File: src/hdl/lc4_pkg.sv
// Shared definitions for the LC4 integer subset pipeline
// Opcodes outside the named set decode as a no-write NOP
// NZP codes are one-hot and follow the word that an instruction writes

package lc4_pkg;

   // ========================================================================
   // ISA widths
   // ========================================================================
   localparam int WORD_W    = 16;
   localparam int REG_SEL_W = 3;
   localparam int NUM_REGS  = 8;

   typedef logic [WORD_W-1:0]    word_t;
   typedef logic [REG_SEL_W-1:0] reg_sel_t;
   typedef logic [2:0]           nzp_t;      // {N, Z, P}

   localparam nzp_t NZP_N = 3'b100;
   localparam nzp_t NZP_Z = 3'b010;
   localparam nzp_t NZP_P = 3'b001;

   // Instruction bits 15:12
   typedef enum logic [3:0] {
      OP_NOP   = 4'b0000,
      OP_ARITH = 4'b0001,               // ADD, MUL, SUB, ADD imm5
      OP_LOGIC = 4'b0101,               // AND, NOT, OR, XOR, AND imm5
      OP_LDR   = 4'b0110,
      OP_STR   = 4'b0111,
      OP_CONST = 4'b1001
   } opcode_e;

   typedef enum logic [2:0] {
      ALU_ADD    = 3'd0,
      ALU_MUL    = 3'd1,
      ALU_SUB    = 3'd2,
      ALU_AND    = 3'd3,
      ALU_NOT    = 3'd4,
      ALU_OR     = 3'd5,
      ALU_XOR    = 3'd6,
      ALU_PASS_B = 3'd7                 // CONST path
   } alu_op_e;

   // ========================================================================
   // Pipeline bundles
   // ========================================================================
   typedef struct packed {
      reg_sel_t rs;
      reg_sel_t rt;
      reg_sel_t rd;
      logic     rs_re;
      logic     rt_re;
      logic     rd_we;
      logic     nzp_we;
      logic     is_load;
      logic     is_store;
      alu_op_e  alu_op;
      logic     imm_sel;                // b operand taken from imm
      word_t    imm;                    // Already sign-extended
   } ctrl_t;

   typedef struct packed {
      word_t addr;
      logic  we;
      word_t wdata;
   } dmem_req_t;

   // One retiring instruction, as seen at writeback
   typedef struct packed {
      logic     valid;
      word_t    pc;
      word_t    insn;
      logic     regfile_we;
      reg_sel_t wsel;
      word_t    wdata;
      logic     nzp_we;
      nzp_t     nzp_bits;
      logic     dmem_we;
      word_t    dmem_addr;
      word_t    dmem_data;              // Store data or load data
   } trace_t;

   // Condition codes of a written word
   function automatic nzp_t nzp_of(input word_t value);
      if (value[WORD_W-1]) begin
         return NZP_N;
      end else if (value == '0) begin
         return NZP_Z;
      end
      return NZP_P;
   endfunction

endpackage

File: src/hdl/lc4_decoder.sv
// Combinational decode for the supported LC4 subset
// DIV, shifts, compares and all control flow come out with every enable low
// nzp_we always follows rd_we

`timescale 1ns/1ps

module lc4_decoder (
   input  lc4_pkg::word_t i_insn,
   output lc4_pkg::ctrl_t o_ctrl
);
   import lc4_pkg::*;

   opcode_e    opcode;
   logic [2:0] sub_op;
   word_t      imm5;
   word_t      imm6;
   word_t      imm9;

   assign opcode = opcode_e'(i_insn[15:12]);
   assign sub_op = i_insn[5:3];
   assign imm5   = {{(WORD_W-5){i_insn[4]}}, i_insn[4:0]};
   assign imm6   = {{(WORD_W-6){i_insn[5]}}, i_insn[5:0]};
   assign imm9   = {{(WORD_W-9){i_insn[8]}}, i_insn[8:0]};

   always_comb begin
      logic rr;                         // Register-register form accepted
      rr            = 1'b0;
      o_ctrl        = '0;
      o_ctrl.rd     = i_insn[11:9];
      o_ctrl.rs     = i_insn[8:6];
      o_ctrl.rt     = i_insn[2:0];
      o_ctrl.alu_op = ALU_ADD;
      case (opcode)
         OP_ARITH: begin
            if (i_insn[5]) begin        // ADD rd, rs, imm5
               o_ctrl.imm_sel = 1'b1;
               o_ctrl.imm     = imm5;
               o_ctrl.rs_re   = 1'b1;
               o_ctrl.rd_we   = 1'b1;
            end else begin
               case (sub_op)
                  3'b000:  o_ctrl.alu_op = ALU_ADD;
                  3'b001:  o_ctrl.alu_op = ALU_MUL;
                  3'b010:  o_ctrl.alu_op = ALU_SUB;
                  default: o_ctrl.alu_op = ALU_PASS_B;
               endcase
               rr = (sub_op != 3'b011); // DIV retires as NOP
            end
         end
         OP_LOGIC: begin
            if (i_insn[5]) begin        // AND rd, rs, imm5
               o_ctrl.alu_op  = ALU_AND;
               o_ctrl.imm_sel = 1'b1;
               o_ctrl.imm     = imm5;
               o_ctrl.rs_re   = 1'b1;
               o_ctrl.rd_we   = 1'b1;
            end else begin
               case (sub_op)
                  3'b000:  o_ctrl.alu_op = ALU_AND;
                  3'b001:  o_ctrl.alu_op = ALU_NOT;
                  3'b010:  o_ctrl.alu_op = ALU_OR;
                  default: o_ctrl.alu_op = ALU_XOR;
               endcase
               rr = 1'b1;
            end
         end
         OP_LDR: begin                  // rd = mem[rs + imm6]
            o_ctrl.imm_sel = 1'b1;
            o_ctrl.imm     = imm6;
            o_ctrl.rs_re   = 1'b1;
            o_ctrl.rd_we   = 1'b1;
            o_ctrl.is_load = 1'b1;
         end
         OP_STR: begin                  // mem[rs + imm6] = rt
            o_ctrl.rt       = i_insn[11:9];
            o_ctrl.imm_sel  = 1'b1;
            o_ctrl.imm      = imm6;
            o_ctrl.rs_re    = 1'b1;
            o_ctrl.rt_re    = 1'b1;
            o_ctrl.is_store = 1'b1;
         end
         OP_CONST: begin
            o_ctrl.alu_op  = ALU_PASS_B;
            o_ctrl.imm_sel = 1'b1;
            o_ctrl.imm     = imm9;
            o_ctrl.rd_we   = 1'b1;
         end
         default: ;                     // NOP and everything dropped
      endcase
      if (rr) begin
         o_ctrl.rs_re = 1'b1;
         o_ctrl.rt_re = (o_ctrl.alu_op != ALU_NOT);
         o_ctrl.rd_we = 1'b1;
      end
      o_ctrl.nzp_we = o_ctrl.rd_we;
   end

   // Load and store are exclusive
   always_comb begin
      assert (!(o_ctrl.is_load && o_ctrl.is_store))
         else $error("decoder: load and store both set for insn %h", i_insn);
   end

endmodule

File: src/hdl/lc4_regfile.sv
// Eight 16-bit registers, two read ports and one write port
// Reads are combinational, a write lands on the gwe edge
// A read of the register being written returns the new data

`timescale 1ns/1ps

module lc4_regfile (
   input  logic             gwe,
   input  logic             i_reset,
   input  lc4_pkg::reg_sel_t i_rs_sel,
   input  lc4_pkg::reg_sel_t i_rt_sel,
   input  lc4_pkg::reg_sel_t i_rd_sel,
   input  logic             i_rd_we,
   input  lc4_pkg::word_t   i_wdata,
   output lc4_pkg::word_t   o_rs_data,
   output lc4_pkg::word_t   o_rt_data
);
   import lc4_pkg::*;

   word_t regs [NUM_REGS];

   always_ff @(posedge gwe) begin
      if (i_reset) begin
         for (int i = 0; i < NUM_REGS; i++) begin
            regs[i] <= '0;
         end
      end else if (i_rd_we) begin
         regs[i_rd_sel] <= i_wdata;
      end
   end

   // WD bypass, writeback and decode share the cycle
   assign o_rs_data = (i_rd_we && (i_rd_sel == i_rs_sel)) ? i_wdata : regs[i_rs_sel];
   assign o_rt_data = (i_rd_we && (i_rd_sel == i_rt_sel)) ? i_wdata : regs[i_rt_sel];

endmodule

File: src/hdl/lc4_alu.sv
// Combinational LC4 ALU for the supported subset
// Also forms LDR/STR addresses (ADD with offset) and CONST values (PASS_B)
// MUL keeps only the low word

`timescale 1ns/1ps

module lc4_alu (
   input  lc4_pkg::alu_op_e i_op,
   input  lc4_pkg::word_t   i_a,        // rs
   input  lc4_pkg::word_t   i_b,        // rt
   input  lc4_pkg::word_t   i_imm,      // Sign-extended immediate
   input  logic             i_imm_sel,
   output lc4_pkg::word_t   o_result
);
   import lc4_pkg::*;

   word_t op_b;
   word_t product;

   // Immediate forms replace rt
   assign op_b    = i_imm_sel ? i_imm : i_b;
   assign product = i_a * op_b;         // Low 16 bits only

   always_comb begin
      case (i_op)
         ALU_ADD: begin
            o_result = i_a + op_b;      // Also effective address
         end
         ALU_MUL: begin
            o_result = product;
         end
         ALU_SUB: begin
            o_result = i_a - op_b;
         end
         ALU_AND: begin
            o_result = i_a & op_b;
         end
         ALU_NOT: begin
            o_result = ~i_a;
         end
         ALU_OR: begin
            o_result = i_a | op_b;
         end
         ALU_XOR: begin
            o_result = i_a ^ op_b;
         end
         ALU_PASS_B: begin
            o_result = op_b;            // CONST
         end
         default: begin
            o_result = '0;
         end
      endcase
   end

endmodule

File: src/hdl/lc4_execute.sv
// Execute stage with MX/WX operand bypass, the ALU and the NZP register
// MX wins over WX, both only for a producer that writes a register
// The NZP register holds the codes of the instruction now in memory
// For a load it holds address codes, the memory stage substitutes load data

`timescale 1ns/1ps

module lc4_execute (
   input  logic             gwe,
   input  logic             i_reset,
   input  lc4_pkg::ctrl_t   i_ctrl,
   input  lc4_pkg::word_t   i_pc,
   input  lc4_pkg::word_t   i_rs_data,
   input  lc4_pkg::word_t   i_rt_data,
   input  lc4_pkg::word_t   i_m_fwd,    // Memory stage result or load data
   input  lc4_pkg::reg_sel_t i_m_rd,
   input  logic             i_m_we,
   input  lc4_pkg::word_t   i_w_fwd,    // Writeback result
   input  lc4_pkg::reg_sel_t i_w_rd,
   input  logic             i_w_we,
   output lc4_pkg::word_t   o_result,
   output lc4_pkg::word_t   o_rt_fwd,   // Store data after bypass
   output lc4_pkg::nzp_t    o_nzp
);
   import lc4_pkg::*;

   word_t rs_val;
   word_t rt_val;
   nzp_t  nzp_q;

   // ========================================================================
   // Operand bypass
   // ========================================================================
   assign rs_val = (i_ctrl.rs_re && i_m_we && (i_m_rd == i_ctrl.rs)) ? i_m_fwd :    // MX
                   (i_ctrl.rs_re && i_w_we && (i_w_rd == i_ctrl.rs)) ? i_w_fwd :    // WX
                   i_rs_data;
   assign rt_val = (i_ctrl.rt_re && i_m_we && (i_m_rd == i_ctrl.rt)) ? i_m_fwd :    // MX
                   (i_ctrl.rt_re && i_w_we && (i_w_rd == i_ctrl.rt)) ? i_w_fwd :    // WX
                   i_rt_data;

   assign o_rt_fwd = rt_val;

   lc4_alu u_alu (
      .i_op      (i_ctrl.alu_op),
      .i_a       (rs_val),
      .i_b       (rt_val),
      .i_imm     (i_ctrl.imm),
      .i_imm_sel (i_ctrl.imm_sel),
      .o_result  (o_result)
   );

   // Updates at the end of this stage's cycle
   always_ff @(posedge gwe) begin
      if (i_reset) begin
         nzp_q <= '0;
      end else if (i_ctrl.nzp_we) begin
         nzp_q <= nzp_of(o_result);
      end
   end

   assign o_nzp = nzp_q;

   // A writing instruction leaves one code set when it reaches memory
   assert property (@(posedge gwe) disable iff (i_reset)
      i_ctrl.nzp_we |=> $onehot(o_nzp));

endmodule

File: src/hdl/lc4_pipeline.sv
// Five-stage LC4 subset pipeline with no control flow, the PC only counts up
// IMEM and DMEM are combinational and sit outside, stores write on the next edge
// Load data forwards straight into execute, so nothing ever stalls
// An instruction fetched in cycle n shows on o_trace in cycle n+4

`timescale 1ns/1ps

module lc4_pipeline #(
   parameter lc4_pkg::word_t RESET_PC = 16'h8200
) (
   input  logic               gwe,
   input  logic               i_reset,
   input  lc4_pkg::word_t     i_cur_insn,       // Same-cycle IMEM data
   input  lc4_pkg::word_t     i_cur_dmem_data,  // Same-cycle DMEM data
   output lc4_pkg::word_t     o_cur_pc,
   output lc4_pkg::dmem_req_t o_dmem,           // From memory stage
   output lc4_pkg::trace_t    o_trace           // From writeback
);
   import lc4_pkg::*;

   word_t pc;
   // Decode
   logic  d_valid;
   word_t d_pc;
   word_t d_insn;
   ctrl_t dec_ctrl;
   word_t rf_rs_data;
   word_t rf_rt_data;
   // Execute
   logic  x_valid;
   word_t x_pc;
   word_t x_insn;
   ctrl_t x_ctrl;
   word_t x_rs_data;
   word_t x_rt_data;
   word_t ex_result;
   word_t ex_rt_fwd;
   nzp_t  ex_nzp;
   // Memory
   logic  m_valid;
   word_t m_pc;
   word_t m_insn;
   ctrl_t m_ctrl;
   word_t m_alu;
   word_t m_rt_data;
   word_t m_store_data;
   word_t m_fwd;
   nzp_t  m_nzp;
   // Writeback
   logic  w_valid;
   word_t w_pc;
   word_t w_insn;
   ctrl_t w_ctrl;
   word_t w_alu;
   word_t w_load_data;
   word_t w_dmem_addr;
   word_t w_store_data;
   nzp_t  w_nzp;
   word_t w_word;                       // Value written to rd

   // ========================================================================
   // Fetch
   // ========================================================================
   always_ff @(posedge gwe) begin
      if (i_reset) begin
         pc <= RESET_PC;
      end else begin
         pc <= pc + 16'd1;
      end
   end

   assign o_cur_pc = pc;

   // ========================================================================
   // Decode and execute
   // ========================================================================
   lc4_decoder u_decoder (
      .i_insn (d_insn),
      .o_ctrl (dec_ctrl)
   );

   lc4_regfile u_regfile (
      .gwe       (gwe),
      .i_reset   (i_reset),
      .i_rs_sel  (dec_ctrl.rs),
      .i_rt_sel  (dec_ctrl.rt),
      .i_rd_sel  (w_ctrl.rd),
      .i_rd_we   (w_ctrl.rd_we),
      .i_wdata   (w_word),
      .o_rs_data (rf_rs_data),
      .o_rt_data (rf_rt_data)
   );

   lc4_execute u_execute (
      .gwe       (gwe),
      .i_reset   (i_reset),
      .i_ctrl    (x_ctrl),
      .i_pc      (x_pc),
      .i_rs_data (x_rs_data),
      .i_rt_data (x_rt_data),
      .i_m_fwd   (m_fwd),
      .i_m_rd    (m_ctrl.rd),
      .i_m_we    (m_ctrl.rd_we),
      .i_w_fwd   (w_word),
      .i_w_rd    (w_ctrl.rd),
      .i_w_we    (w_ctrl.rd_we),
      .o_result  (ex_result),
      .o_rt_fwd  (ex_rt_fwd),
      .o_nzp     (ex_nzp)
   );

   // ========================================================================
   // Stage registers, control cleared to NOP bubbles on reset
   // ========================================================================
   always_ff @(posedge gwe) begin
      d_pc         <= pc;
      x_pc         <= d_pc;
      x_insn       <= d_insn;
      x_rs_data    <= rf_rs_data;
      x_rt_data    <= rf_rt_data;
      m_pc         <= x_pc;
      m_insn       <= x_insn;
      m_alu        <= ex_result;
      m_rt_data    <= ex_rt_fwd;
      w_pc         <= m_pc;
      w_insn       <= m_insn;
      w_alu        <= m_alu;
      w_load_data  <= i_cur_dmem_data;
      w_dmem_addr  <= o_dmem.addr;
      w_store_data <= o_dmem.wdata;
      w_nzp        <= m_nzp;
      if (i_reset) begin
         d_valid <= 1'b0;
         d_insn  <= '0;                 // Opcode 0000 decodes as NOP
         x_valid <= 1'b0;
         x_ctrl  <= '0;
         m_valid <= 1'b0;
         m_ctrl  <= '0;
         w_valid <= 1'b0;
         w_ctrl  <= '0;
      end else begin
         d_valid <= 1'b1;
         d_insn  <= i_cur_insn;
         x_valid <= d_valid;
         x_ctrl  <= dec_ctrl;
         m_valid <= x_valid;
         m_ctrl  <= x_ctrl;
         w_valid <= m_valid;
         w_ctrl  <= m_ctrl;
      end
   end

   // ========================================================================
   // Memory stage
   // ========================================================================
   // WM bypass of store data
   assign m_store_data = (m_ctrl.is_store && w_ctrl.rd_we && (w_ctrl.rd == m_ctrl.rt))
                         ? w_word : m_rt_data;

   always_comb begin
      o_dmem.we    = m_ctrl.is_store;
      o_dmem.addr  = (m_ctrl.is_load || m_ctrl.is_store) ? m_alu : '0;
      o_dmem.wdata = m_ctrl.is_store ? m_store_data : '0;
   end

   assign m_fwd = m_ctrl.is_load ? i_cur_dmem_data : m_alu;      // MX source
   assign m_nzp = m_ctrl.is_load ? nzp_of(i_cur_dmem_data) : ex_nzp;

   // ========================================================================
   // Writeback and trace
   // ========================================================================
   assign w_word = w_ctrl.is_load ? w_load_data : w_alu;

   // Unused fields read as zero
   always_comb begin
      o_trace.valid      = w_valid;
      o_trace.pc         = w_pc;
      o_trace.insn       = w_insn;
      o_trace.regfile_we = w_ctrl.rd_we;
      o_trace.wsel       = w_ctrl.rd_we ? w_ctrl.rd : '0;
      o_trace.wdata      = w_ctrl.rd_we ? w_word : '0;
      o_trace.nzp_we     = w_ctrl.nzp_we;
      o_trace.nzp_bits   = w_ctrl.nzp_we ? w_nzp : '0;
      o_trace.dmem_we    = w_ctrl.is_store;
      o_trace.dmem_addr  = w_dmem_addr;
      o_trace.dmem_data  = w_ctrl.is_store ? w_store_data :
                           w_ctrl.is_load  ? w_load_data  : '0;
   end

endmodule

File: config.mk
export PLATFORM = sky130hd
export DESIGN_NAME = lc4_pipeline
export DESIGN_NICKNAME = d
export VERILOG_FILES = /design/src/hdl/lc4_pkg.sv /design/src/hdl/lc4_decoder.sv /design/src/hdl/lc4_regfile.sv /design/src/hdl/lc4_alu.sv /design/src/hdl/lc4_execute.sv /design/src/hdl/lc4_pipeline.sv
export SDC_FILE = /design/constraint.sdc
export NUM_CORES = 1
export LEC_CHECK = 0
export BUFFER_PORTS_ARGS = -buffer_cell sky130_fd_sc_hd__buf_4
export CAP_MARGIN = 20
export CORE_MARGIN = 2
export CORE_UTILIZATION = 55
export CTS_BUF_LIST = sky130_fd_sc_hd__clkbuf_8
export CTS_CLUSTER_SIZE = 16
export DETAILED_ROUTE_END_ITERATION = 8
export PLACE_DENSITY = 0.73
export SYNTH_ARGS = -nofsm -noshare
export SYNTH_HDL_FRONTEND = slang
export SYNTH_SLANG_ARGS = --single-unit
export TNS_END_PERCENT = 50
File: constraint.sdc
create_clock -name gwe -period 25.6 [get_ports gwe]
set_clock_uncertainty 0.2 [all_clocks]
set_input_delay 5.12 -clock gwe [delete_from_list [all_inputs] [get_ports gwe]]
set_output_delay 5.12 -clock gwe [all_outputs]
set_load 0.02 [all_outputs]
Word level (Yosys, flattened, before mapping). Memory sizes are Yosys's and may differ from the RTL's. A register that Yosys moved wholly into a read port is not among the register bits. Index checks and enable logic that the tools add are counted. Widths: inputs -> output; s select.

Memory bits (writable): 128. Memories: 1. Logic and storage cells: 154. Register bits after elaboration: 331. Input port bits: 34.

Memory list: u_regfile.regs (words 8, width 16, read ports 2, clocked after Yosys merged registers in 1, wr ports 8, RTL line lc4_regfile.sv:20) `word_t regs [NUM_REGS];`.

Reduce and logical (&&, ||, !) cells: 21. Eq/ne operators: 23. Multiplexer cells: 58. Bitwise operators: 4. Add/subtract/negate cells: 3. $mul: 1.

Operator list (count): $mux 16 (16); $pmux 16 s8 (1); $pmux 17 s3 (1); $mux 3 (15); $logic_not 16->1 (2); $pmux 3 s3 (3); $eq 3x3->1 (7); $mux 1 (18); $mux 17 (1); $add 16x1->16 const B (1); $add 16x16->16 (1); $and 16x16->16 (1); $mul 16x16->16 (1); $not 16->16 (1); $or 16x16->16 (1); $reduce_or 16->1 (1); $sub 16x16->16 (1); $xor 16x16->16 (1); $eq 3x3->1 const B (4); $eq 4x3->1 const B (3); $logic_and 1x1->1 (12); $eq 3x2->1 const B (3); $eq 3x1->1 const B (2); $logic_not 3->1 (2); other kinds (7) (11).

Depth between registers and ports, before layout.
Depth in word-level cells: 13. Gate-level depth with buffers: 34. Mapped depth without buffers: 30.

Hierarchy. A second synthesis with hierarchy kept.

Cells, all modules: 2143. Area total of the unflattened synthesis: 24111.9 um^2.

By module, submodules not included: lc4_pipeline (seq. area each 6626.4 um^2, cells an instance 682, times used 1, area each 8839.7 um^2); lc4_regfile (seq. area each 3843.7 um^2, cells an instance 445, times used 1, area each 7453.4 um^2); lc4_alu (seq. area each 0.0 um^2, cells an instance 806, times used 1, area each 6308.6 um^2); lc4_execute (seq. area each 60.1 um^2, cells an instance 139, times used 1, area each 1004.7 um^2); lc4_decoder (seq. area each 0.0 um^2, cells an instance 71, times used 1, area each 505.5 um^2).

Worst setup path before layout. OpenSTA, ideal clock, no wires.

Kind: input -> register. Start: in i_cur_dmem_data[3]. End: reg u_execute.nzp_q[2], in the netlist u_execute.o_nzp[2]. Arrival: 11.489 ns. Slack: 13.797 ns. Cell stages on the path: 27. Data required time: 25.285 ns. Library setup time: 0.115 ns. Cell sequence: mux2i_1 > nor2_1 > o31ai_2 > clkbuf_1 > clkinv_1 > ha_1 > inv_1 > fa_1 > fa_1 > inv_1 > ha_1 > fa_1 > ha_1 > inv_1 > fa_1 > inv_1 > ha_1 > a21boi_0 > o21a_1 > o41a_1 > a31o_2 > a21o_1 > a21oi_1 > xnor3_1 > a221oi_2 > nor3b_2 > o21a_1.

Word-level cells in the longest chain between the ends: 11. Elaborated cells on any way between the ends: 19. Those cells by class: add/sub: 2; mul: 1; mux: 11; bitwise: 4; reduce/logical: 1.

RTL lines: start: declaration (RTL line lc4_pipeline.sv:14) `input lc4_pkg::word_t i_cur_dmem_data,`; $mux 16 (*) (RTL line lc4_pipeline.sv:166) `assign m_fwd = m_ctrl.is_load ? i_cur_dmem_data : m_alu;`; $mux 16 (RTL line lc4_execute.sv:37) `assign rt_val = (i_ctrl.rt_re && i_m_we && (i_m_rd == i_ctrl.rt)) ? i_m_fwd :`; $mux 16 (RTL line lc4_alu.sv:21) `assign op_b = i_imm_sel ? i_imm : i_b;`; $mul 16x16->16, or another cell as far along (RTL line lc4_alu.sv:22) `assign product = i_a * op_b;`; $pmux 16 s8 (*) (RTL line lc4_alu.sv:25) `case (i_op)`; $logic_not 16->1 (RTL line lc4_pkg.sv:86) `end else if (value == '0) begin`; $mux 1 (RTL line lc4_pkg.sv:86); $mux 1 (RTL line lc4_pkg.sv:84) `if (value[WORD_W-1]) begin`; $mux 1 (RTL line lc4_execute.sv:56) `end else if (i_ctrl.nzp_we) begin`; $mux 1 (RTL line lc4_execute.sv:54) `if (i_reset) begin`; $mux 3 (*) (RTL line lc4_pkg.sv:89) `return NZP_P;`; end signal: assignment (RTL line lc4_execute.sv:57) `nzp_q <= nzp_of(o_result);`; end: declaration (RTL line lc4_execute.sv:29) `nzp_t nzp_q;`.

Every way passes the cells marked *; elsewhere a longest branch is shown, timed or not. The select of a mux whose other input is x is not followed. A chain may end at the register's enable or synchronous reset.

Worst setup path after layout.
Start: in i_cur_dmem_data[5]. End: reg u_execute.nzp_q[0], in the netlist u_execute.o_nzp[0].

Word-level cells in the longest chain between the ends: 11. Elaborated cells on any way between the ends: 19. Those cells by class: add/sub: 2; mul: 1; mux: 11; bitwise: 4; reduce/logical: 1.

RTL lines: $mux 16 (*) (RTL line lc4_pipeline.sv:166); $mux 16 (RTL line lc4_execute.sv:37); $mux 16 (RTL line lc4_alu.sv:21); $mul 16x16->16, or another cell as far along (RTL line lc4_alu.sv:22); $pmux 16 s8 (*) (RTL line lc4_alu.sv:25); via ex_result[14] (RTL line lc4_pipeline.sv:36) `word_t ex_result;`; $logic_not 16->1 (*) (RTL line lc4_pkg.sv:86); $mux 1 (*) (RTL line lc4_pkg.sv:86); $mux 1 (*) (RTL line lc4_pkg.sv:84); $mux 1 (*) (RTL line lc4_execute.sv:56); $mux 1 (*) (RTL line lc4_execute.sv:54); $mux 3 (*) (RTL line lc4_pkg.sv:89).

The timed path passes the listed nets; every way through them passes the cells marked *. The select of a mux whose other input is x is not followed.

==> results by group <==
Pwr
  – Portion of total power attributed to combinational logic: 33.4%
  – LEAKAGE: 0.0112 µW
  – Power per cell area: 82.4 nW/µm²
  – Cell internal power dissipation: 1390 µW
  – Final total power: 2150 µW
  – Sequential group share of total power: 38.5%
  – Clock network fraction of design power: 28.1%
  – Switching component of the power: 760 µW
  – VDD IR-drop max: 0.0556 mV
  – Switching fraction of total power: roughly a third

Global routing
  – Via count of the first global-routing pass: 17105
  – First-pass GRT wire length: around 100 mm
  – Pin count of the biggest net entering global routing: 72
  – Global route overflow: 0
  – Antenna violations before repair: 2
  – Overall Global Routing Usage: between 30% and 40%

Synthesis
  – Post-synthesis register bit count: ~450
  – Number of unique standard cell types used by synthesis: 84
  – Netlist Area Pre-Place: 22900 µm²
  – Yosys Warn Count: 0
  – Portion of the post-synthesis area used by sequential elements: 45.0%
  – Synth Flop Type: dfxtp_1
  – Net count after synthesis: 2380
  – Post-Synthesis Cells: 2167
  – Most frequently used cell type in the post-synthesis netlist: dfxtp_1
  – Share of synthesized flip-flops with an asynchronous set or reset: 0%
  – Cells taking the most area after synthesis: dfxtp_1 28%, edfxtp_1 17%, fa_1 7.1%
  – Syn Area/Cell: about 11 µm²
  – Top cells by instance count after synthesis: 324 x dfxtp_1, 269 x nor2_1, 174 x nand2_1, 169 x inv_1, 128 x edfxtp_1
  – Dominant cell type by area after synthesis: dfxtp_1
  – Yosys top cell area share: 28.3%
  – Count of flip-flops with a built-in enable after synthesis: 128

Clock network
  – Max Buffers Root-to-Sink: 3
  – Reg clk slew, reported paths: around 60 ps
  – Number of buffers created by CTS: 74
  – Clock latency of the later-clocked register in the worst-skew pair: 660 ps
  – Cts hold-fix bufs: 0
  – Number of levels in the clock H-tree: 3
  – Clock root buffer: clkbuf_8
  – Clock sink count: 452
  – Number of setup buffers added after CTS: 0
  – Number of cells upsized or downsized after cts: 0
  – CTS tree: done

Cells and area
  – Area growth, synth to finish: 13.9%
  – Non-filler instance count after layout: 2914
  – Ratio of cells with drive above 1 in the final layout: 18.9%
  – Number of nets in the layout: approximately 2500

Critical path
  – Maximum fanout count along the critical path: 11
  – Critical path start-end classification: input port to register
  – Capturing element type of the critical path: register
  – Highest cell delay on the worst timing path: 750 ps
  – Max stage delay cell, worst path: a211oi_2
  – Worst r2r path cells: 26
  – Top cell by count, worst path: fa_1
  – Worst r2r dst: u_execute.o_nzp[0]$_SDFFE_PP0P_
  – CP Data Arrival Time: between 10000 and 15000 ps
  – Crit path launch type: input port
  – Buffer and inverter count on the worst path: 6
  – Slack of the worst reg-to-reg path: 16180 ps
  – CP required: 25900 ps
  – Reg2Reg Launch Point: o_trace[36]$_SDFF_PP0_
  – Top cell family by delay on the critical path: adder cells

Routing
  – Vias after detailed routing: about 17000
  – Iteration-0 DRC Markers: 1590
  – Total wire length: 66.5 mm
  – DRT Pass-1 Iters: 6
  – Remaining antenna violation count: 0
  – WL per Instance: between 20 and 25 µm
  – Drc violations: 0
  – Detail-routed via count per cell: 5.85

Floorplanning
  – Die Footprint: 43300 µm²
  – DIE WIDTH: roughly 210 µm
  – # IOs: 173
  – Area of the placeable core: ~40000 µm²
  – Die Span Y: around 210 µm
  – Number of rows created at floorplan: 74
  – Initial Util: roughly 56%

Placed design
  – Port-buffer cells: 172
  – Count of placed standard cells including taps: between 2000 and 3000
  – Post-detailed-placement half-perimeter wirelength: 47.7 mm
  – Final Wtd Congestion: approximately 0.97

STA
  – Max Fclk: 0.0835 GHz
  – Slew at the pin closest to its max-slew limit: 1160 ps
  – Setup repair after global routing missed its margin: false
  – Final Hold Vio Count: 0
  – Minimum clock period: 11970 ps
  – Share of the clock period used by the worst path: 46.8%
  – Rel. slew slack: 22.8%
  – Number of pins exceeding their max-slew limit in the final report: 0
  – Final setup violation count: 0
  – Sum of negative setup slack: 0 ps

Hold path
  – Hold path startpoint: m_insn[7]$_DFF_P_
  – Hold-critical path depth: 0
  – Hold Crit Endpoint: w_insn[7]$_DFF_P_
  – Hold/Removal Path Class: register to register

Run
  – Max-cap violation count: 0

Run status
  – Run status: finished clean
flip-flops by register name (all words and copies together) (netlist names), 2 cells and up:
name	flops
u_regfile.regs	128
o_cur_pc	16
w_store_data	16
d_insn	16
w_ctrl	4
m_pc	16
m_ctrl	8
x_ctrl	27
x_rt_data	16
w_pc	16
m_rt_data	16
m_insn	16
m_alu	16
x_insn	16
d_pc	16
x_pc	16
u_execute.o_nzp	3
w_alu	16
w_dmem_addr	16
o_trace	2
w_insn	16
x_rs_data	16
w_nzp	3
w_load_data	16
through the flow:
stage / setup slack (ps) / instance area (µm²) / utilization (%) / hold slack [ps]
2_1_floorplan: 13800 / 22900 / - / 110
3_3_place_gp: 13180 / 24700 / 60.1 / 111
3_5_place_dp: 13060 / 24700 / 60.2 / 112
4_1_cts: 13740 / 26100 / 63.6 / 111
5_1_grt: 13300 / 26100 / 63.7 / 125
6_report: 13630 / 26100 / 63.7 / 112
layout make-up:
cell class                      count  area, µm²
Antenna cell                        1       2.50
Clock buffer                       87       1200
Clock inverter                     36        199
Fill cell                        3327      14900
Inverter                          184        696
Multi-Input combinational cell   1407      11400
Sequential cell                   452      10300
Tap cell                          532        666
Timing Repair Buffer              215       1640
layer usage:
layer  global-route usage, %  part of all wire (%)  up-vias
met4                    14.5                   4.5        0
met3                    6.37                   8.0      162
met2                    51.9                    49      812
met5                       0                     0        -
li1                        -                     -     7720
met1                    38.3                    39     8339
placed cells by master, fill, tap and decap left out, types with 5 or more instances in the layout:
master	n
mux2i_1	65
o211a_1	16
mux4_2	64
nand2b_1	8
or3_1	10
buf_4	212
nor2b_1	91
a211oi_1	26
nor3_1	18
inv_2	10
xor2_1	30
nand2_1	174
a41oi_1	12
a31oi_1	5
fa_1	81
nand3_1	21
edfxtp_1	128
a21o_1	8
o221ai_1	6
o21a_1	14
nand4_1	7
nor2_1	269
or2_2	7
dfxtp_1	323
clkbuf_8	87
o22ai_1	11
o211ai_1	5
mux2_2	13
xnor2_1	54
a21oi_1	96
and2_1	24
o21ai_0	64
a21boi_0	10
xnor2_2	5
inv_1	193
nor4_1	6
ha_1	98
logic make-up after synthesis:
family                     count (synthesis)  share of synthesized area (%)
DFF                                      452                           45.0
and+or+nand+nor                          661                           13.3
AOI/OAI and AO/OA                        328                           9.84
adders and majority gates                179                           12.4
buffers and inverters                    308                           5.54
xor gates and xnor gates                  91                           3.76
muxes                                    148                           10.1
how the worst max path moves through the flow:
| stage | start | endpoint | slack (ps) | depth (start not counted) |
|---|---|---|---|---|
| 2_1_floorplan | i_cur_dmem_data[3] | u_execute.o_nzp[2]$_SDFFE_PP0P_ | 13800 | 27 |
| 3_3_place_gp | i_cur_dmem_data[5] | u_execute.o_nzp[0]$_SDFFE_PP0P_ | 13180 | 26 |
| 3_5_place_dp | i_cur_dmem_data[5] | u_execute.o_nzp[0]$_SDFFE_PP0P_ | 13060 | 26 |
| 4_1_cts | i_cur_dmem_data[5] | u_execute.o_nzp[0]$_SDFFE_PP0P_ | 13740 | 26 |
| 5_1_grt | i_cur_dmem_data[5] | u_execute.o_nzp[1]$_SDFFE_PP0P_ | 13300 | 27 |
| 6_report | i_cur_dmem_data[5] | u_execute.o_nzp[0]$_SDFFE_PP0P_ | 13630 | 26 |
power by group through the flow:
stage	combinational [µW]	clock, µW	sequential [µW]
6_report	719	605	829
4_1_cts	713	612	827
3_3_place_gp	696	0	840
3_5_place_dp	709	0	841
5_1_grt	793	644	833
2_1_floorplan	518	0	821
(Power assumes the default switching activity.)
